File: src/logic/colmix_pkg.sv
// colour mixer shared types

package colmix_pkg;

    // character layer pixel
    typedef struct packed {
        logic       prio;
        logic [1:0] pal;
        logic [3:0] color;
    } char_pxl_t;

    // scroll layer pixel
    typedef struct packed {
        logic       prio;
        logic [5:0] pal;
        logic [3:0] color;
    } scr_pxl_t;

    // object pixel
    // pal of all ones marks a shadow object
    typedef struct packed {
        logic [1:0] prio;
        logic [5:0] pal;
        logic [3:0] color;
    } obj_pxl_t;

    // merged layer entry
    // low 11 bits form the palette address
    typedef struct packed {
        logic       shadow;
        logic       is_obj;
        logic [5:0] pal;
        logic [3:0] color;
    } lyr_t;

    typedef logic [10:0] pal_addr_t;

    // cpu side of the palette
    // dsn is active low with one bit per byte
    typedef struct packed {
        logic        cs;
        logic [10:0] addr;
        logic [15:0] dout;
        logic [1:0]  dsn;
    } cpu_bus_t;

    // 5 bits per channel
    typedef struct packed {
        logic [4:0] red;
        logic [4:0] green;
        logic [4:0] blue;
    } rgb_t;

    // palette word layout
    // four msbs per channel in the low 12 bits and lsbs in bits 14..12
    function automatic rgb_t unpack_color(input logic [15:0] word);
        rgb_t c;
        c.red   = {word[3:0], word[12]};
        c.green = {word[7:4], word[13]};
        c.blue  = {word[11:8], word[14]};
        return c;
    endfunction

    // shadow dimming to roughly three quarters brightness
    function automatic logic [4:0] dim(input logic [4:0] a);
        return a - (a >> 2);
    endfunction

endpackage

File: src/logic/shade_blank.sv
// shadow, video enable and blanking

`timescale 1ns/1ps

module shade_blank #(
    parameter int BLANK_DLY = 2
) (
    input  logic               clk,
    input  logic               reset,
    input  logic               pxl_cen,
    input  logic               video_en,
    input  logic               shadow,
    input  logic               lhbl,
    input  logic               lvbl,
    input  logic [15:0]        pal_word,
    output colmix_pkg::rgb_t   rgb,
    output logic               lhbl_dly,
    output logic               lvbl_dly
);

    // unpacked and processed colour
    colmix_pkg::rgb_t raw;
    colmix_pkg::rgb_t shaded;
    colmix_pkg::rgb_t gated;

    // stage 0 samples and stages 1..BLANK_DLY delay
    colmix_pkg::rgb_t     rgb_dl  [0:BLANK_DLY];
    logic [BLANK_DLY:0]   lhbl_dl;
    logic [BLANK_DLY:0]   lvbl_dl;

    assign raw = colmix_pkg::unpack_color(pal_word);

    // bit 15 exempts the entry from shadow
    always_comb begin
        shaded = raw;
        if (shadow && !pal_word[15]) begin
            shaded.red   = colmix_pkg::dim(raw.red);
            shaded.green = colmix_pkg::dim(raw.green);
            shaded.blue  = colmix_pkg::dim(raw.blue);
        end
    end

    // video off or either blank gives black
    // the blanked colour travels with its flags through the delay line
    assign gated = (video_en && lhbl && lvbl) ? shaded : '0;

    always_ff @(posedge clk) begin
        if (reset) begin
            for (int i = 0; i <= BLANK_DLY; i++) begin
                rgb_dl[i] <= '0;
            end
            lhbl_dl <= '0;
            lvbl_dl <= '0;
        end else if (pxl_cen) begin
            // sample stage
            rgb_dl[0]  <= gated;
            lhbl_dl[0] <= lhbl;
            lvbl_dl[0] <= lvbl;
            // shift the rest along
            for (int i = 1; i <= BLANK_DLY; i++) begin
                rgb_dl[i]  <= rgb_dl[i-1];
                lhbl_dl[i] <= lhbl_dl[i-1];
                lvbl_dl[i] <= lvbl_dl[i-1];
            end
        end
    end

    assign lhbl_dly = lhbl_dl[BLANK_DLY];
    assign lvbl_dly = lvbl_dl[BLANK_DLY];

    // last stage of the colour line
    assign rgb = rgb_dl[BLANK_DLY];

    // nothing visible leaks into the blanking intervals
    a_black_in_blank: assert property (
        @(posedge clk) (!lhbl_dly || !lvbl_dly) |-> (rgb == '0)
    );

endmodule

File: config.mk
export PLATFORM = sky130hd
export DESIGN_NAME = shade_blank
export DESIGN_NICKNAME = d
export VERILOG_FILES = /design/src/logic/colmix_pkg.sv /design/src/logic/shade_blank.sv
export SDC_FILE = /design/constraint.sdc
export NUM_CORES = 1
export LEC_CHECK = 0
export BUFFER_PORTS_ARGS = -buffer_cell sky130_fd_sc_hd__buf_2
export CAP_MARGIN = 30
export CORE_ASPECT_RATIO = 0.7
export CORE_MARGIN = 2
export CORE_UTILIZATION = 40
export DETAILED_ROUTE_END_ITERATION = 7
export PLACE_DENSITY = 0.61
export RECOVER_POWER = 50
export SYNTH_ARGS = -nofsm -noshare
export SYNTH_HDL_FRONTEND = slang
export SYNTH_SLANG_ARGS = --single-unit
File: constraint.sdc
create_clock -name clk -period 2.18 [get_ports clk]
set_input_delay 0.327 -clock clk [delete_from_list [all_inputs] [get_ports clk]]
set_output_delay 0.327 -clock clk [all_outputs]
set_load 0.02 [all_outputs]
# After elaboration in Yosys (flattened, before gate mapping)
# Memory sizes are Yosys's and may differ from the RTL's.
# Index checks and enable logic that the tools add are counted.
# totals
ramBits	45
memories	1
inputBits	23
reg_bits	6
output_inout_bits	17
elab_cells	23
# memory_table
name	words	word_bits	read_ports	rd_ports_with_merged_regs	write_ports	line_no	text
rgb_dl	3	15	3	0	3	shade_blank.sv:27	colmix_pkg::rgb_t rgb_dl [0:BLANK_DLY];
# op_classes
n_reduce_logical	4
n_addsub	3
bitwise_logic	3
muxes	10
# op_table
op	count
$mux 15	5
$sub 5x3->5	3
$mux 1	5
$logic_and 1x1->1	3
$or 1x1->1	3
$logic_not 1->1	1

# Depth between registers and ports, before layout
# depth
word_depth	5
ltp_mapped	7
ltp_nobuf	7

# Worst setup path after synthesis
# No wires, ideal clock.
# synth_path
path_type	input port to flip-flop
from	in pal_word[14]
to	mem rgb_dl[0][4] (netlist bit), data pin
arrival_time_ns	1.479
path_stages	7
setup_slack_ns	0.446
path_buffers	0
required_time_ns	1.926
cell_sequence	inv_1 -> ha_1 -> inv_1 -> fa_1 -> a2111oi_2 -> xnor2_1 -> nor2_1
# synth_rtl
element	line_no	text
start: declaration	shade_blank.sv:15	input logic [15:0] pal_word,
end: declaration	shade_blank.sv:27	

==> results_dict.tcl <==
set metrics [dict create \
    outcome "completed" \
    drt-total-wl_mm 3.470 \
    pin_count_of_the_biggest_net_entering_global_routing 31 \
    ys_warn_count 0 \
    timing.max_cap.violations 0 \
    setup_viol 0 \
    port_buffers 39 \
    min_path_cells 3 \
    routabilityCongestion 0.7589 \
    synth_seq_area_share 0.5782 \
    worst-r2r-cell-count 1 \
    sw_frac_of_total 0.2432 \
    finish.net_count 264 \
    clock_root_buffer "sky130_fd_sc_hd__clkbuf_8" \
    ys_top_cells_by_area "sky130_fd_sc_hd__edfxtp_1, sky130_fd_sc_hd__and2_1, sky130_fd_sc_hd__dfxtp_1, sky130_fd_sc_hd__buf_4, sky130_fd_sc_hd__ha_1" \
    synthesis.nets 238 \
    antenna_violating_nets_post_route 0 \
    synth-compound-area-share 0.05900 \
    die_h_um 70.74 \
    dr.first_iter.drc_count 70 \
    clk_pin_slew_ps 90 \
    cts_setup_buffers 0 \
    tritoncts "yes" \
    setup-tns-final_ps 0 \
    route.vias.total 1344 \
    grt_setup_unrepaired "no" \
    timing.critical_path.arrival_ps 1810 \
    worst_hold_path_type "in -> reg" \
    power.density_nw_per_um2 681.4 \
    max_freq_mhz 607.8 \
    leakage_dissipation_nw 1.147 \
    post_synth_inst_count 203 \
    final.period_utilization 0.7547 \
    postSynthAreaPerCell_um2 12.54 \
    cts_hold_buf 0 \
    cts_buffers 5 \
    number_of_global_route_vias_before_repair 1305 \
    tightest_slew_ps 853.6 \
    final_hold_slack_ps 275.1 \
    timing.critical_path.slowest_cell_delay_ps 650 \
    drive_above_1_share 0.2348 \
    setup.worst_path.class "in -> reg" \
    global_route_wire_length_before_repair_mm 6.244 \
    globalRoute.totalOverflow 0 \
    p_comb_frac 0.114 \
    critical_path.top_delay_family "buffers and inverters" \
    dp_hpwl_mm 2.520 \
    crit_path_frequent_cell "sky130_fd_sc_hd__clkbuf_1" \
    post_synth_and_or_nand_nor_area_fraction 0.1593 \
    post_cts_resize_count 0 \
    crit_path_max_fanout 30 \
    design.die.area_um2 7026 \
    yosys_register_bits 51 \
    cp_data_required_time_ps 2340 \
    antenna_cells_inserted 0 \
    drc 0 \
    critical_path_buffers_and_inverters 2 \
    wl_per_cell_um 11.27 \
    layout.filler_cells 584 \
    die-width_um 99.34 \
    clk-insertion-delay-late_ps 300 \
    timing_hold_violations_final 0 \
    slew_headroom 0.4309 \
    yosys.area_share.xor_xnor 0.02065 \
    first_pass_iters 4 \
    internal_power_mw 1.438 \
    placement_rows 24 \
    synthAdderAreaFrac 0.06785 \
    worstPathCellList "clkbuf_1 -> nor2b_1 -> clkbuf_1 -> and2_0" \
    synthDominantCellAreaShare 0.5310 \
    grt.total_usage 0.1121 \
    share_seq_of_total_power 0.594 \
    endpoint_kind "flop" \
    vdd.ir_drop.worst_v 0.0002836 \
    startpoint "pxl_cen" \
    area_delta_synth_final_pct 9.587 \
    clock_skew_ps 7.558 \
    clock_power_share 0.292 \
    synth_cell_type_count 27 \
    starting_density 0.4114 \
    syn_area_um2 2545 \
    yosys-mux-area-fraction 0.03147 \
    path_depth 4 \
    period_needed_ps 1645 \
    worst_r2r_startpoint "rgb_dl[0][14]$_SDFFCE_PN0P_" \
    critical_path.startpoint_type "input pin" \
    num_io_pins 40 \
    net_load_switching_power_uw 462.1 \
    main_combinational_cell_family_by_area_after_synthesis "simple AND/OR/NAND/NOR gates" \
    placeableCoreArea_um2 6186 \
    clock_path_buffers 2 \
    synthDominantAreaCellType "sky130_fd_sc_hd__edfxtp_1" \
    htree_levels 2 \
    slew_viol_final 0 \
    avgViaCountPerCell 4.364 \
    min-delay-start "lvbl" \
    highest_delay_cell_along_the_critical_path "sky130_fd_sc_hd__clkbuf_1" \
    grt_antenna_before_repair 0 \
    clkSinkCount 51 \
]
==> cell usage after synthesis <==
| cell | instances |
|---|---|
| sky130_fd_sc_hd__or3_4 | 1 |
| sky130_fd_sc_hd__fa_1 | 3 |
| sky130_fd_sc_hd__a21oi_1 | 5 |
| sky130_fd_sc_hd__nor2b_1 | 5 |
| sky130_fd_sc_hd__a2111oi_2 | 2 |
| sky130_fd_sc_hd__nand2b_4 | 1 |
| sky130_fd_sc_hd__buf_2 | 2 |
| sky130_fd_sc_hd__buf_4 | 15 |
| sky130_fd_sc_hd__inv_1 | 12 |
| sky130_fd_sc_hd__nand2b_1 | 1 |
| sky130_fd_sc_hd__a211oi_2 | 3 |
| sky130_fd_sc_hd__mux2i_1 | 8 |
| sky130_fd_sc_hd__or2_2 | 1 |
| sky130_fd_sc_hd__ha_1 | 9 |
| sky130_fd_sc_hd__nand2_4 | 1 |
| sky130_fd_sc_hd__and2_1 | 30 |
| sky130_fd_sc_hd__xnor2_1 | 6 |
| sky130_fd_sc_hd__nor2_1 | 18 |
| sky130_fd_sc_hd__nor3_2 | 1 |
| sky130_fd_sc_hd__dfxtp_1 | 6 |
| sky130_fd_sc_hd__edfxtp_1 | 45 |
| sky130_fd_sc_hd__buf_6 | 3 |
| sky130_fd_sc_hd__nand2_1 | 16 |
| sky130_fd_sc_hd__a211oi_1 | 2 |
| sky130_fd_sc_hd__clkbuf_1 | 3 |
| sky130_fd_sc_hd__a2111oi_4 | 1 |
| sky130_fd_sc_hd__o21ai_0 | 3 |
==> logic make-up (layout without fill, tap and decap cells) <==
kind of cell | count (synthesis) | in the layout
compound gates | 16 | 16
simple gates | 75 | 75
xor+xnor | 6 | 6
fa+ha+maj | 12 | 12
flops | 51 | 51
buf+inv | 35 | 62
mux | 8 | 8
==> state kept, by name, indices dropped and copies added, names as in the netlist <==
name,flops
rgb_dl,45
lhbl_dl,3
lvbl_dl,3
==> area by class of cell <==
type	count	area (um^2)	area share
Clock buffer	5	68.82	0.02467
Clock inverter	3	26.28	0.009421
Inverter	12	45.04	0.01615
Multi-Input combinational cell	117	860.8	0.3087
Sequential cell	51	1471	0.5276
Tap cell	78	97.59	0.03499
Timing Repair Buffer	42	219.0	0.07851
==> stage by stage <==
step | instance area, um^2 | worst slack (ps) | power [mW] | cells | util
2_1_floorplan | 2545 | 446.3 | 1.323 | 203 | -
3_3_place_gp | 2705 | 228.8 | 1.371 | 300 | 0.4373
3_5_place_dp | 2705 | 223.5 | 1.373 | 300 | 0.4373
4_1_cts | 2800 | 552.2 | 1.927 | 308 | 0.4527
5_1_grt | 2789 | 245.7 | 1.997 | 308 | 0.4509
6_report | 2789 | 534.7 | 1.900 | 308 | 0.4509
==> per-layer routing <==
metal	share of wire	vias to the layer above	GRT usage
met2	0.40	34	0.1547
met3	0.058	5	0.02866
met5	0	-	0
met1	0.53	586	0.1682
met4	0.012	0	0.04566
li1	-	719	-
==> cells in the final DEF (no fill, tap or decap), drive strengths merged, types with 5 or more instances in the layout <==
cell / Yosys / layout
edfxtp: 45 / 45
buf: 20 / 35
and2: 30 / 30
nor2: 18 / 18
nand2: 17 / 17
inv: 12 / 14
clkbuf: 3 / 12
ha: 9 / 9
mux2i: 8 / 8
xnor2: 6 / 6
dfxtp: 6 / 6
nor2b: 5 / 5
a21oi: 5 / 5
a211oi: 5 / 5
==> worst paths after layout <==
path	to	slack (ps)
setup / recovery	rgb_dl[0][42]$_SDFFCE_PN0P_	530
hold / removal	lvbl_dl[0]$_SDFFE_PP0P_	280
setup reg to reg	rgb_dl[0][29]$_SDFFCE_PN0P_	1410
hold reg to reg	lhbl_dl[0]$_SDFFE_PP0P_	490
==> power groups by stage <==
stage	Combinational, mW	Sequential, mW	Clock (mW)
finish	0.217	1.13	0.555
global route	0.245	1.13	0.618
CTS	0.224	1.13	0.574
detailed placement	0.222	1.15	0
global placement	0.220	1.15	0
floorplan	0.175	1.15	0
Power figures use the tool's default switching activity.
