<file path="config.mk">
export PLATFORM = sky130hd
export DESIGN_NAME = layer_mux
export DESIGN_NICKNAME = d
export VERILOG_FILES = /design/src/logic/colmix_pkg.sv /design/src/logic/layer_mux.sv
export SDC_FILE = /design/constraint.sdc
export NUM_CORES = 1
export LEC_CHECK = 0
export ABC_AREA = 1
export ABC_CLOCK_PERIOD_IN_PS = 2300
export BUFFER_PORTS_ARGS = -buffer_cell sky130_fd_sc_hd__buf_2
export CORE_AREA = 2 2 84 70
export CTS_BUF_LIST = sky130_fd_sc_hd__clkbuf_16
export DETAILED_ROUTE_END_ITERATION = 6
export DIE_AREA = 0 0 86 72
export GPL_ROUTABILITY_DRIVEN = 1
export PLACE_DENSITY = 0.84
export SLEW_MARGIN = 20
export SYNTH_ARGS = -nofsm -noshare
export SYNTH_HDL_FRONTEND = slang
export SYNTH_SLANG_ARGS = --single-unit
</file>
<file path="constraint.sdc">
create_clock -name clk -period 2.3 [get_ports clk]
set_clock_uncertainty 0.2 [all_clocks]
set_input_delay 0.46 -clock clk [delete_from_list [all_inputs] [get_ports clk]]
set_output_delay 0.46 -clock clk [all_outputs]
set_load 0.05 [all_outputs]
</file>
<file path="src/logic/colmix_pkg.sv">
// colour mixer shared types

package colmix_pkg;

    // character layer pixel
    typedef struct packed {
        logic       prio;
        logic [1:0] pal;
        logic [3:0] color;
    } char_pxl_t;

    // scroll layer pixel
    typedef struct packed {
        logic       prio;
        logic [5:0] pal;
        logic [3:0] color;
    } scr_pxl_t;

    // object pixel
    // pal of all ones marks a shadow object
    typedef struct packed {
        logic [1:0] prio;
        logic [5:0] pal;
        logic [3:0] color;
    } obj_pxl_t;

    // merged layer entry
    // low 11 bits form the palette address
    typedef struct packed {
        logic       shadow;
        logic       is_obj;
        logic [5:0] pal;
        logic [3:0] color;
    } lyr_t;

    typedef logic [10:0] pal_addr_t;

    // cpu side of the palette
    // dsn is active low with one bit per byte
    typedef struct packed {
        logic        cs;
        logic [10:0] addr;
        logic [15:0] dout;
        logic [1:0]  dsn;
    } cpu_bus_t;

    // 5 bits per channel
    typedef struct packed {
        logic [4:0] red;
        logic [4:0] green;
        logic [4:0] blue;
    } rgb_t;

    // palette word layout
    // four msbs per channel in the low 12 bits and lsbs in bits 14..12
    function automatic rgb_t unpack_color(input logic [15:0] word);
        rgb_t c;
        c.red   = {word[3:0], word[12]};
        c.green = {word[7:4], word[13]};
        c.blue  = {word[11:8], word[14]};
        return c;
    endfunction

    // shadow dimming to roughly three quarters brightness
    function automatic logic [4:0] dim(input logic [4:0] a);
        return a - (a >> 2);
    endfunction

endpackage

</file>
<file path="src/logic/layer_mux.sv">
// layer gating and priority

`timescale 1ns/1ps

module layer_mux (
    input  logic                  clk,
    input  logic                  reset,
    input  logic                  pxl_cen,
    input  logic [3:0]            gfx_en,
    input  colmix_pkg::char_pxl_t char_pxl,
    input  colmix_pkg::scr_pxl_t  scr1_pxl,
    input  colmix_pkg::scr_pxl_t  scr2_pxl,
    input  colmix_pkg::obj_pxl_t  obj_pxl,
    output colmix_pkg::pal_addr_t pal_addr,
    output logic                  shadow
);

    // gated layer pixels
    colmix_pkg::char_pxl_t char_g;
    colmix_pkg::scr_pxl_t  scr1_g;
    colmix_pkg::scr_pxl_t  scr2_g;
    colmix_pkg::obj_pxl_t  obj_g;

    // tile entries before the object merge
    colmix_pkg::lyr_t char_t;
    colmix_pkg::lyr_t scr1_t;
    colmix_pkg::lyr_t scr2_t;
    colmix_pkg::lyr_t back_t;

    // per pixel registers for char, scr1, scr2 and backdrop
    colmix_pkg::lyr_t lyr [4];

    // object replaces the tile when it is visible, has enough priority
    // and the tile is either low priority or transparent
    function automatic colmix_pkg::lyr_t tile_or_obj(
        input colmix_pkg::obj_pxl_t obj,
        input colmix_pkg::lyr_t     tile,
        input logic                 tile_prio,
        input logic                 prio_ok
    );
        colmix_pkg::lyr_t res;
        logic             take;
        take = (obj.color != 4'd0) && prio_ok &&
               (!tile_prio || tile.color[2:0] == 3'd0);
        res = tile;
        if (take) begin
            if (&obj.pal) begin
                // shadow object keeps the tile and only marks it
                res.shadow = 1'b1;
            end else begin
                res.is_obj = 1'b1;
                res.pal    = obj.pal;
                res.color  = obj.color;
            end
        end
        return res;
    endfunction

    // objects use all four colour bits and tiles only the low three
    function automatic logic opaque(input colmix_pkg::lyr_t l);
        return l.is_obj ? (l.color != 4'd0) : (l.color[2:0] != 3'd0);
    endfunction

    // debug enables clear the colour index
    always_comb begin
        char_g = char_pxl;
        scr1_g = scr1_pxl;
        scr2_g = scr2_pxl;
        obj_g  = obj_pxl;
        if (!gfx_en[0]) char_g.color = 4'd0;
        if (!gfx_en[1]) scr1_g.color = 4'd0;
        if (!gfx_en[2]) scr2_g.color = 4'd0;
        if (!gfx_en[3]) obj_g.color  = 4'd0;
    end

    always_comb begin
        // char palette sits in the low part of the tile range
        char_t = '{shadow: 1'b0, is_obj: 1'b0, pal: {4'd0, char_g.pal}, color: char_g.color};
        scr1_t = '{shadow: 1'b0, is_obj: 1'b0, pal: scr1_g.pal, color: scr1_g.color};
        scr2_t = '{shadow: 1'b0, is_obj: 1'b0, pal: scr2_g.pal, color: scr2_g.color};
        // backdrop uses the scr2 palette with no colour
        back_t = '{shadow: 1'b0, is_obj: 1'b0, pal: scr2_g.pal, color: 4'd0};
    end

    always_ff @(posedge clk) begin
        if (reset) begin
            for (int i = 0; i < 4; i++) begin
                lyr[i] <= '0;
            end
        end else if (pxl_cen) begin
            // object needs 3 over char, 2 or more over scr1 and 1 or more over scr2
            lyr[0] <= tile_or_obj(obj_g, char_t, char_g.prio, obj_g.prio == 2'd3);
            lyr[1] <= tile_or_obj(obj_g, scr1_t, scr1_g.prio, obj_g.prio >= 2'd2);
            lyr[2] <= tile_or_obj(obj_g, scr2_t, scr2_g.prio, obj_g.prio >= 2'd1);
            // backdrop always loses to a visible object
            lyr[3] <= tile_or_obj(obj_g, back_t, 1'b0, 1'b1);
        end
    end

    // first opaque entry wins, backdrop otherwise
    always_comb begin
        if (opaque(lyr[0])) begin
            pal_addr = lyr[0][10:0];
        end else if (opaque(lyr[1])) begin
            pal_addr = lyr[1][10:0];
        end else if (opaque(lyr[2])) begin
            pal_addr = lyr[2][10:0];
        end else begin
            pal_addr = lyr[3][10:0];
        end
        shadow = lyr[0].shadow | lyr[1].shadow | lyr[2].shadow | lyr[3].shadow;
    end

    // registers come out of reset clean and stay defined
    a_addr_known: assert property (
        @(posedge clk) disable iff (reset) !$isunknown(pal_addr)
    );

endmodule

</file>
# Word level (Yosys, flattened, before mapping)
# Memory sizes are Yosys's and may differ from the RTL's.
# Index checks and enable logic that the tools add are counted.
# word_totals
ram_bits	48
memories	1
reg_bits	0
elab_cells	70
out_inout_bits	12
inputBits	48
# mem_list
name	depth	word_bits	rd	rd_clocked_by_memory_dff	write_ports	line_no	source
lyr	4	12	4	0	4	layer_mux.sv:31	colmix_pkg::lyr_t lyr [4];
# classes
bitwise_logic	7
reduce_logical	23
n_eq_ne	1
muxes	36
n_lt_le_gt_ge	2
# ops
operator	n
2-to-1 mux 12 bit	16
2-to-1 mux 11 bit	7
2-to-1 mux 4 bit	4
nonzero test 4 bit	4
logical NOT 3 bit	3
2-to-1 mux 1 bit	9
nonzero test 3 bit	3
OR 1 bit	7
logical AND 1 bit	6
AND reduction 6 bit	1
logical NOT 1 bit	3
logical OR 1 bit	3
== test 2 bit, second input constant	1
greater-or-equal comparator 2 x 1 -> 1 bit, second input constant	1
greater-or-equal comparator 2 bit, second input constant	1

# Logic depth before layout (Yosys ltp)
# Gate-level depths: netlist of the first run.
# depth
depth_word	8
mapped_depth	8
mapped_depth_nobuf	7

# Least setup slack after synthesis of the first run
# No wires, ideal clock.
# synth_timing
path_kind	register to output
startpoint	memory lyr[0][2] in the netlist's numbering
endpoint	output port pal_addr[3]
setup_slack_ps	-433
required_time_ps	1640
t_arrival_ps	2073
path_stages_with_launch	6
cell_sequence	edfxtp_1 inv_1 nand4_2 inv_1 or2_2 a21boi_0
# synth_rtl
item	line_no	source
start: declaration	layer_mux.sv:31	
end: declaration	layer_mux.sv:14	output colmix_pkg::pal_addr_t pal_addr,

==> impl_metrics.tcl, run 1 <==
set metrics [dict create \
    power.total_mw 2.69 \
    cp.required_ns 1.64 \
    grt_overflow 0 \
    power.combinational.fraction_pct 24.9 \
    worst_ir_drop_vdd_uv 408 \
    post-route-util_pct 72.8 \
    floorplan.die.height_um 72 \
    synth_seq_area_share_pct 46.2 \
    netlist_area_before_placement_mm2 0.00312 \
    drt_wl_total_um 8180 \
    cts.path.max_buffers 2 \
    dieArea_mm2 0.00619 \
    synth_top_cells_by_area "sky130_fd_sc_hd__edfxtp_1, sky130_fd_sc_hd__nand2_1, sky130_fd_sc_hd__inv_1, sky130_fd_sc_hd__a21oi_1, sky130_fd_sc_hd__nand3_1" \
    design.final.nets 513 \
    final.setup.worst_slack_ns -0.0150 \
    net_switching_uw 784 \
    via_per_inst 5.65 \
    biggestRegsByFlops "lyr (48)" \
    cellPowerDensity_mw_per_mm2 694 \
    coreArea_mm2 0.00532 \
    cp_max_fo 8 \
    max_freq_ghz 0.432 \
    cp-end-kind "output port" \
    grt-busiest-layer "met2" \
    placementRows 24 \
    number_of_i_o_pins 60 \
    hold_fails_final_rpt 0 \
    critical_path.startpoint_type "flip-flop" \
    hold_path_startpoint "obj_pxl[1]" \
    max_slew.worst_pin.slew_ns 0.738 \
    cts_tree "done" \
    static-leakage-power_nw 1.94 \
    cts_buffers 5 \
    met3_usage_pct 5.01 \
    io_buf_count 59 \
    cts_sinks 48 \
    syn2layout_area_growth_pct 24.0 \
    yosys.cell_types.count 32 \
    numPlacedInstances 515 \
    holdPathStages 3 \
    largest_register_ff_count 48 \
    share_of_cells_above_drive_strength_1_pct 26.4 \
    sequential_cell_area_mm2 0.00144 \
    sequential_group_share_of_total_power_pct 40.0 \
    nFillCells 393 \
    synth_largest_area_cell "sky130_fd_sc_hd__edfxtp_1" \
    hold-path-endpoint "lyr[3][1]" \
    finalCriticalPeriod_ns 2.32 \
    groute.layer.met2.usage_pct 40.9 \
    hp-class "primary input to flip-flop" \
    internal_power_mw 1.90 \
    via_count 3001 \
    syn_nets 445 \
    initial_antenna_violation_count 0 \
    hpwl_um 5640 \
    timing.final.setup_violations 2 \
    wire_per_inst_um 15.4 \
    num_antenna_cells 0 \
    grt_pass1_vias 2659 \
    path_clk_slew_ns 0.06 \
    drt-pass1-iter-count 5 \
    criticalPathCategory "flip-flop to output port" \
    max-slew-margin-rel_pct 50.8 \
    grt.met1_usage_pct 40.2 \
    pre_cts_ws_ns 0.0813 \
    cp_data_arrival_time_ns 1.66 \
    slew_viol_final 0 \
    cts.hold.buffers_added 0 \
    power.switching_fraction_pct 29.2 \
    multi_input_gate_area_in_the_final_layout_mm2 0.00146 \
    gpl.final_weighted_congestion 0.872 \
    grt_setup_unrepaired "yes" \
    finalCritPeriodShare_pct 101 \
    failed_checks "setup timing" \
    clock-root-buffer "sky130_fd_sc_hd__clkbuf_16" \
    drcViolationCount 0 \
    top_register "lyr" \
    synthesis.area_per_instance_um2 7.86 \
    fin_hold_ws_ns 0.344 \
    finish.cell_count_without_fillers 531 \
    grt_max_degree 49 \
    ys.warnings.count 0 \
    initial_core_util_pct 58.7 \
    h-tree-depth 2 \
    syn_inst 397 \
    drt_initial_violations 370 \
    clockPowerShare_pct 35.2 \
    cp-startpoint "lyr[2][3]" \
    grt_pass1_wl_um 13000 \
    drt_antenna_net_count 0 \
    synth-seq-cells 48 \
    outcome "finished, violations left" \
    max_cap_violations 0 \
    groute.usage.overall_pct 27.2 \
    floorplan_die_width_um 86 \
    yosysTopAreaCellShare_pct 46.2 \
]
[area by class of cell]
cell class,instances,share of cell area [%]
clock buffers,5,3.23
multi-input cells,281,37.6
inverters,56,5.43
repair buffers,73,12.6
clock inverters,3,1.78
well taps,65,2.10
flip-flops and latches,48,37.2
[synth_stat cells (all sizes together)]
cell type,instances
nand3,31
buf,12
clkbuf,1
or4,1
edfxtp,48
or2,9
o211ai,8
nand4,2
nor2,32
nand2,132
o21ai,16
a21oi,36
a31oi,1
nor3,3
inv,56
o21bai,2
a21boi,7
[power groups by stage]
stage | Combinational, mW | Clock (mW) | Sequential [mW]
finish | 0.668 | 0.944 | 1.07
global route | 0.721 | 0.979 | 1.08
CTS | 0.607 | 0.939 | 1.07
detailed placement | 0.570 | 0 | 1.09
global placement | 0.556 | 0 | 1.09
floorplan | 0.427 | 0 | 1.07
[worst max-delay path by stage]
stage,endpoint,slack [ns],depth (start not counted)
floorplan,pal_addr[3],-0.07,5
global placement,pal_addr[0],0.15,8
detailed placement,pal_addr[0],0.08,8
CTS,pal_addr[0],-0.002,8
global route,pal_addr[6],-0.1,7
finish,pal_addr[6],-0.02,5
[layer usage]
metal | routed length, um | vias up
met2 | 3680 | 198
li1 | - | 1439
met5 | 0 | -
met4 | 110 | 0
met3 | 954 | 13
met1 | 3430 | 1351
[critical path, stage by stage (launching register included)]
cell and delay [ns]:
sky130_fd_sc_hd__edfxtp_1 0.41, sky130_fd_sc_hd__nand2_1 0.21, sky130_fd_sc_hd__nand3_2 0.22, sky130_fd_sc_hd__o211ai_1 0.28, sky130_fd_sc_hd__a21boi_2 0.09, sky130_fd_sc_hd__buf_6 0.16
[kinds of logic (layout without fill, tap and decap cells)]
logic type	count (synthesis)	after routing	synth area share [%]
AOI/OAI and AO/OA	70	70	12.9
buffers and inverters	69	137	9.58
DFF	48	48	46.2
and+or+nand+nor	210	211	31.4
[timing repair]
action,4_1_cts,5_1_grt
cloned,1,1
resized for setup,14,19
pin swaps,1,4
setup buffers,1,4
endpoints found under the setup margin,11,11
[cell usage in the layout, fill, tap and decap left out, types with 2 or more instances in the layout]
cell type                   synthesis  routed
sky130_fd_sc_hd__buf_2              8      48
sky130_fd_sc_hd__o21ai_1            9      10
sky130_fd_sc_hd__nand3_1           28      27
sky130_fd_sc_hd__or2_2              8       8
sky130_fd_sc_hd__buf_6              4      11
sky130_fd_sc_hd__nand3_4            2       3
sky130_fd_sc_hd__a21boi_2           0       6
sky130_fd_sc_hd__clkbuf_16          0       5
sky130_fd_sc_hd__nand2_2            1       2
sky130_fd_sc_hd__o21ai_0            5       3
sky130_fd_sc_hd__nand2_1          127     126
sky130_fd_sc_hd__edfxtp_1          48      48
sky130_fd_sc_hd__nor2_4             3       5
sky130_fd_sc_hd__o21bai_1           2       2
sky130_fd_sc_hd__a21oi_2            0       2
sky130_fd_sc_hd__inv_1             54      54
sky130_fd_sc_hd__nor3_1             2       2
sky130_fd_sc_hd__buf_4              0      13
sky130_fd_sc_hd__o21ai_2            2       3
sky130_fd_sc_hd__o211ai_1           8       8
sky130_fd_sc_hd__nand2_4            4       4
sky130_fd_sc_hd__nor2_1            27      25
sky130_fd_sc_hd__a21oi_1           36      34
sky130_fd_sc_hd__nand3_2            1       2
sky130_fd_sc_hd__inv_2              2       2
sky130_fd_sc_hd__bufinv_16          0       2
[metrics by stage]
stage / cell area, um2 / setup TNS (ns)
after global routing: 3870 / -0.824
after CTS: 3740 / -0.00230
after detailed placement: 3490 / 0
after floorplan: 3150 / -0.0728
final: 3870 / -0.0266
after global placement: 3490 / 0
No activity file was read; power rests on OpenSTA's default activity.
==> run 2: changes to the inputs <==
GPL_TIMING_DRIVEN = 0   (was unset)
==> run 2 against run 1 <==
The flow still finishes with violations (setup timing); total power fell by 0.77%; critical path depth rose by 2; maximum frequency down 2.6%; sequential share of layout area down 1.3 points; cell count rose by 3.4%; clock-buffer cell count did not move; setup slack lost 0.062 ns; first-iteration DRC count is 18% lower; global-route usage up 1.4 points; critical endpoint is now pal_addr[9]; largest power group unchanged.
==> impl_metrics.tcl, run 2 (synthesized netlist as in run 1, its figures left out) <==
set metrics [dict create \
    drcViolationCount 0 \
    initial_core_util_pct 58.7 \
    number_of_i_o_pins 60 \
    drt_wl_total_um 8720 \
    num_antenna_cells 0 \
    max_cap_violations 0 \
    grt_setup_unrepaired "yes" \
    cts.hold.buffers_added 0 \
    nFillCells 368 \
    grt_pass1_vias 2775 \
    grt_pass1_wl_um 13500 \
    drt-pass1-iter-count 5 \
    failed_checks "setup timing" \
    worst_ir_drop_vdd_uv 350 \
    h-tree-depth 2 \
    fin_hold_ws_ns 0.347 \
    static-leakage-power_nw 2.01 \
    cts_sinks 48 \
    largest_register_ff_count 48 \
    place_area_mm2 0.00352 \
    mostFrequentLayoutCell "sky130_fd_sc_hd__nand2_1" \
    holdPathStages 3 \
    initial_antenna_violation_count 0 \
    cp-startpoint "lyr[1][3]" \
    slew_viol_final 0 \
    grt_overflow 0 \
    finalCriticalPeriod_ns 2.38 \
    floorplan.die.height_um 72 \
    timing.final.setup_violations 11 \
    cellPowerDensity_mw_per_mm2 665 \
    max_slew.worst_pin.slew_ns 0.648 \
    floorplan_die_width_um 86 \
    layout.cells.most_common_list "sky130_fd_sc_hd__nand2_1, sky130_fd_sc_hd__buf_2, sky130_fd_sc_hd__inv_1" \
    drt_antenna_net_count 0 \
    drt_initial_violations 305 \
    gpl.final_weighted_congestion 0.858 \
    finish.instance_area_mm2 0.00401 \
    hold_fails_final_rpt 0 \
    final.setup.worst_slack_ns -0.0767 \
    cp-endpoint "pal_addr[9]" \
    grt_max_degree 49 \
    cts_tree "done" \
    syn2layout_area_growth_pct 28.4 \
    cp.required_ns 1.64 \
    biggestRegsByFlops "lyr (48)" \
    power.total_mw 2.67 \
    cp-end-kind "output port" \
    finalCritPeriodShare_pct 103 \
    outcome "finished, violations left" \
    path_clk_slew_ns 0.07 \
    via_count 3139 \
    io_buf_count 59 \
    max_freq_ghz 0.421 \
    dieArea_mm2 0.00619 \
    post-route-util_pct 75.4 \
    groute.usage.overall_pct 28.6 \
    hpwl_um 5890 \
    pre_cts_ws_ns 0.0240 \
    share_of_cells_above_drive_strength_1_pct 31.6 \
    wire_per_inst_um 15.9 \
    clock-root-buffer "sky130_fd_sc_hd__clkbuf_16" \
    coreArea_mm2 0.00532 \
    cts_buffers 5 \
    max-slew-margin-rel_pct 56.8 \
    critical_path.startpoint_type "flip-flop" \
    design.final.nets 531 \
    criticalPathCategory "flip-flop to output port" \
    top_register "lyr" \
    via_per_inst 5.72 \
    placementRows 24 \
    cts.path.max_buffers 2 \
    hp-class "primary input to flip-flop" \
    cp_data_arrival_time_ns 1.72 \
    cp_max_fo 5 \
]
[run 2: worst min-delay path by stage]
stage,start,endpoint,slack (ns)
final,obj_pxl[0],lyr[3][0],0.35
after global routing,scr1_pxl[9],lyr[1][9],0.38
after CTS,obj_pxl[0],lyr[3][0],0.36
after detailed placement,obj_pxl[0],lyr[3][0],0.65
after global placement,obj_pxl[0],lyr[3][0],0.64
after floorplan,gfx_en[3],lyr[3][0],0.50
[run 2: area by class of cell]
cell class / count / area (um2) / area share [%]
clock buffer: 5 / 125 / 3.12
inverter: 56 / 213 / 5.31
multi-input combinational: 280 / 1480 / 37.0
buffer: 13 / 101 / 2.53
clock inverter: 3 / 46.3 / 1.16
sequential: 48 / 1440 / 36.0
timing repair buffer: 79 / 518 / 12.9
tap: 65 / 81.3 / 2.03
[run 2: timing repair]
item / 4_1_cts / 5_1_grt
gates cloned: 1 / 0
resized for setup: 33 / 21
pin swaps: 8 / 8
setup endpoints to repair: 10 / 11
setup buffers: 13 / 6
[run 2: stage by stage]
stage                     TNS [ns]  instances
final                       -0.447        549
after global routing         -1.25        549
after CTS                   -0.125        543
after detailed placement         0        521
after global placement           0        521
after floorplan            -0.0728        397
[run 2: metal layers]
metal | global-route usage [%] | up-vias | part of all wire [%] | wire, um
li1 | - | 1468 | - | -
met1 | 41.0 | 1405 | 42 | 3620
met2 | 44.4 | 239 | 46 | 3980
met3 | 5.46 | 27 | 11 | 925
met4 | 9.17 | 0 | 2.2 | 195
met5 | 0 | - | 0 | 0
[run 2: power by group]
group | switching, mW | internal (mW) | total, mW
combinational | 0.463 | 0.279 | 0.741
sequential | 0.0295 | 1.04 | 1.07
clock | 0.341 | 0.517 | 0.858
[run 2: worst max-delay path, cell delays in order (launching register included)]
cell and delay (ns):
sky130_fd_sc_hd__edfxtp_1 0.43, sky130_fd_sc_hd__nand2_2 0.12, sky130_fd_sc_hd__nand3_2 0.09, sky130_fd_sc_hd__nor2_4 0.14
sky130_fd_sc_hd__buf_6 0.14, sky130_fd_sc_hd__o211ai_1 0.12, sky130_fd_sc_hd__a21boi_2 0.20, sky130_fd_sc_hd__buf_6 0.18
==> run 3: changes to the inputs <==
PLACE_DENSITY = 0.89   (was 0.84)
==> run 3 against run 2 <==
The run still ends with setup timing left; non-clock buffer count decreased by 7; clock-buffer cell count did not move; setup slack better by 0.0034 ns; cell area is 1.9% lower; largest cell class unchanged; utilization shrank 1.4 points; combinational power is 4.0% lower; sequential share of layout area grew 0.70 points; via count increased by 2.4%.
==> impl_metrics.tcl, run 3 (synthesized netlist as in run 1, its figures left out) <==
set metrics [dict create \
    outcome "finished, violations left" \
    failed_checks "setup timing" \
    floorplan.die.height_um 72 \
    multi_input_gate_area_in_the_final_layout_mm2 0.00145 \
    hpwl_um 6020 \
    static-leakage-power_nw 1.98 \
    totalNegativeSetupSlack_ns -0.435 \
    placementRows 24 \
    sequential_cell_area_mm2 0.00144 \
    grt_max_degree 49 \
    grt_overflow 0 \
    drt_antenna_net_count 0 \
    cp_data_arrival_time_ns 1.71 \
    finalCritPeriodShare_pct 103 \
    groute.usage.overall_pct 30.0 \
    max_cap_violations 0 \
    floorplan_die_width_um 86 \
    initial_antenna_violation_count 0 \
    hp-class "primary input to flip-flop" \
    grt_setup_unrepaired "yes" \
    cp-startpoint "lyr[2][0]" \
    initial_core_util_pct 58.7 \
    coreArea_mm2 0.00532 \
    num_antenna_cells 0 \
    finish.instance_area_mm2 0.00393 \
    max-slew-margin-rel_pct 26.6 \
    fin_hold_ws_ns 0.354 \
    path_clk_slew_ns 0.07 \
    cp_num_buf_inv 2 \
    slew_viol_final 0 \
    design.final.nets 524 \
    io_buf_count 59 \
    cp_max_fo 8 \
    critical_path.startpoint_type "flip-flop" \
    wire_per_inst_um 16.6 \
    via_per_inst 5.93 \
    clock-root-buffer "sky130_fd_sc_hd__clkbuf_16" \
    finish.cell_count_without_fillers 542 \
    biggestRegsByFlops "lyr (48)" \
    final.setup.worst_slack_ns -0.0733 \
    post-route-util_pct 74.0 \
    worst_path_max_stage_delay_ns 0.43 \
    mostFrequentLayoutCell "sky130_fd_sc_hd__nand2_1" \
    met3_usage_pct 6.26 \
    pre_cts_ws_ns 0.00106 \
    cts_sinks 48 \
    cp_top_family "flip-flops" \
    dieArea_mm2 0.00619 \
    place_area_mm2 0.00352 \
    max_freq_ghz 0.421 \
    power.total_mw 2.73 \
    cts_buffers 5 \
    largest_register_ff_count 48 \
    hold_fails_final_rpt 0 \
    numPlacedInstances 521 \
    gpl.final_weighted_congestion 0.925 \
    grt_pass1_vias 2974 \
    share_of_cells_above_drive_strength_1_pct 28.5 \
    groute.layer.met2.usage_pct 48.0 \
    cts_tree "done" \
    grt_pass1_wl_um 14100 \
    syn2layout_area_growth_pct 25.9 \
    worstPathCellList "nor2_4 -> nand3_4 -> buf_2 -> o211ai_1 -> a21boi_2 -> buf_6" \
    number_of_i_o_pins 60 \
    drt_wl_total_um 8980 \
    drt-pass1-iter-count 6 \
    hold_path_startpoint "char_pxl[4]" \
    finalCriticalPeriod_ns 2.37 \
    timing.final.setup_violations 10 \
    worst_ir_drop_vdd_uv 313 \
    top_register "lyr" \
    drcViolationCount 0 \
    criticalPathCategory "flip-flop to output port" \
    nFillCells 377 \
    via_count 3213 \
    grt.met1_usage_pct 38.5 \
    cts.path.max_buffers 2 \
    layout.cells.most_common_list "sky130_fd_sc_hd__nand2_1, sky130_fd_sc_hd__buf_2, sky130_fd_sc_hd__inv_1" \
    crit_path_top_delay_cell "sky130_fd_sc_hd__edfxtp_1" \
    grt-busiest-layer "met2" \
    h-tree-depth 2 \
    cp.required_ns 1.64 \
    drt_initial_violations 346 \
    cellPowerDensity_mw_per_mm2 694 \
    max_slew.worst_pin.slew_ns 1.10 \
    cp-end-kind "output port" \
]
## run 3: changes by cell type in the layout (fill, tap and decap cells not counted), moves of 2 or more
cell,change
sky130_fd_sc_hd__nand3_2,-2
sky130_fd_sc_hd__nand2_1,+3
sky130_fd_sc_hd__o21ai_2,-2
sky130_fd_sc_hd__a21oi_1,+3
sky130_fd_sc_hd__buf_6,-4
sky130_fd_sc_hd__buf_4,-4
sky130_fd_sc_hd__nand2_2,-3
sky130_fd_sc_hd__a21oi_2,-2
## run 3: area by class of cell
| cell class | count | area share (%) |
|---|---|---|
| clock inverters | 3 | 1.75 |
| flip-flops and latches | 48 | 36.7 |
| plain buffers | 13 | 2.58 |
| clock buffers | 5 | 3.18 |
| well taps | 65 | 2.07 |
| repair buffers | 72 | 11.4 |
| inverters | 56 | 5.41 |
| multi-input cells | 280 | 37.0 |
## run 3: where the power goes
| group | internal (mW) | leakage [nW] | switching, mW | total, mW |
|---|---|---|---|---|
| sequential | 1.04 | 0.518 | 0.0301 | 1.07 |
| combinational | 0.254 | 1.37 | 0.457 | 0.711 |
| clock | 0.627 | 0.0944 | 0.321 | 0.948 |
| total | 1.92 | 1.98 | 0.809 | 2.73 |
## run 3: path summary, 6_finish.rpt
check,end,cells after the start
setup / recovery,pal_addr[4],6
hold / removal,lyr[0][4],3
## run 3: what timing repair did
item,in CTS,in global routing
pin swaps,9,4
gates resized for setup,35,5
hold buffers,0,0
endpoints found under the hold margin,0,0
setup buffers,11,0
gates cloned,2,0
endpoints found under the setup margin,10,11
## run 3: metal layers
| metal | up-vias | part of all wire (%) |
|---|---|---|
| li1 | 1465 | - |
| met1 | 1430 | 38 |
| met2 | 269 | 46 |
| met3 | 49 | 12 |
| met4 | 0 | 4.7 |
| met5 | - | 0 |
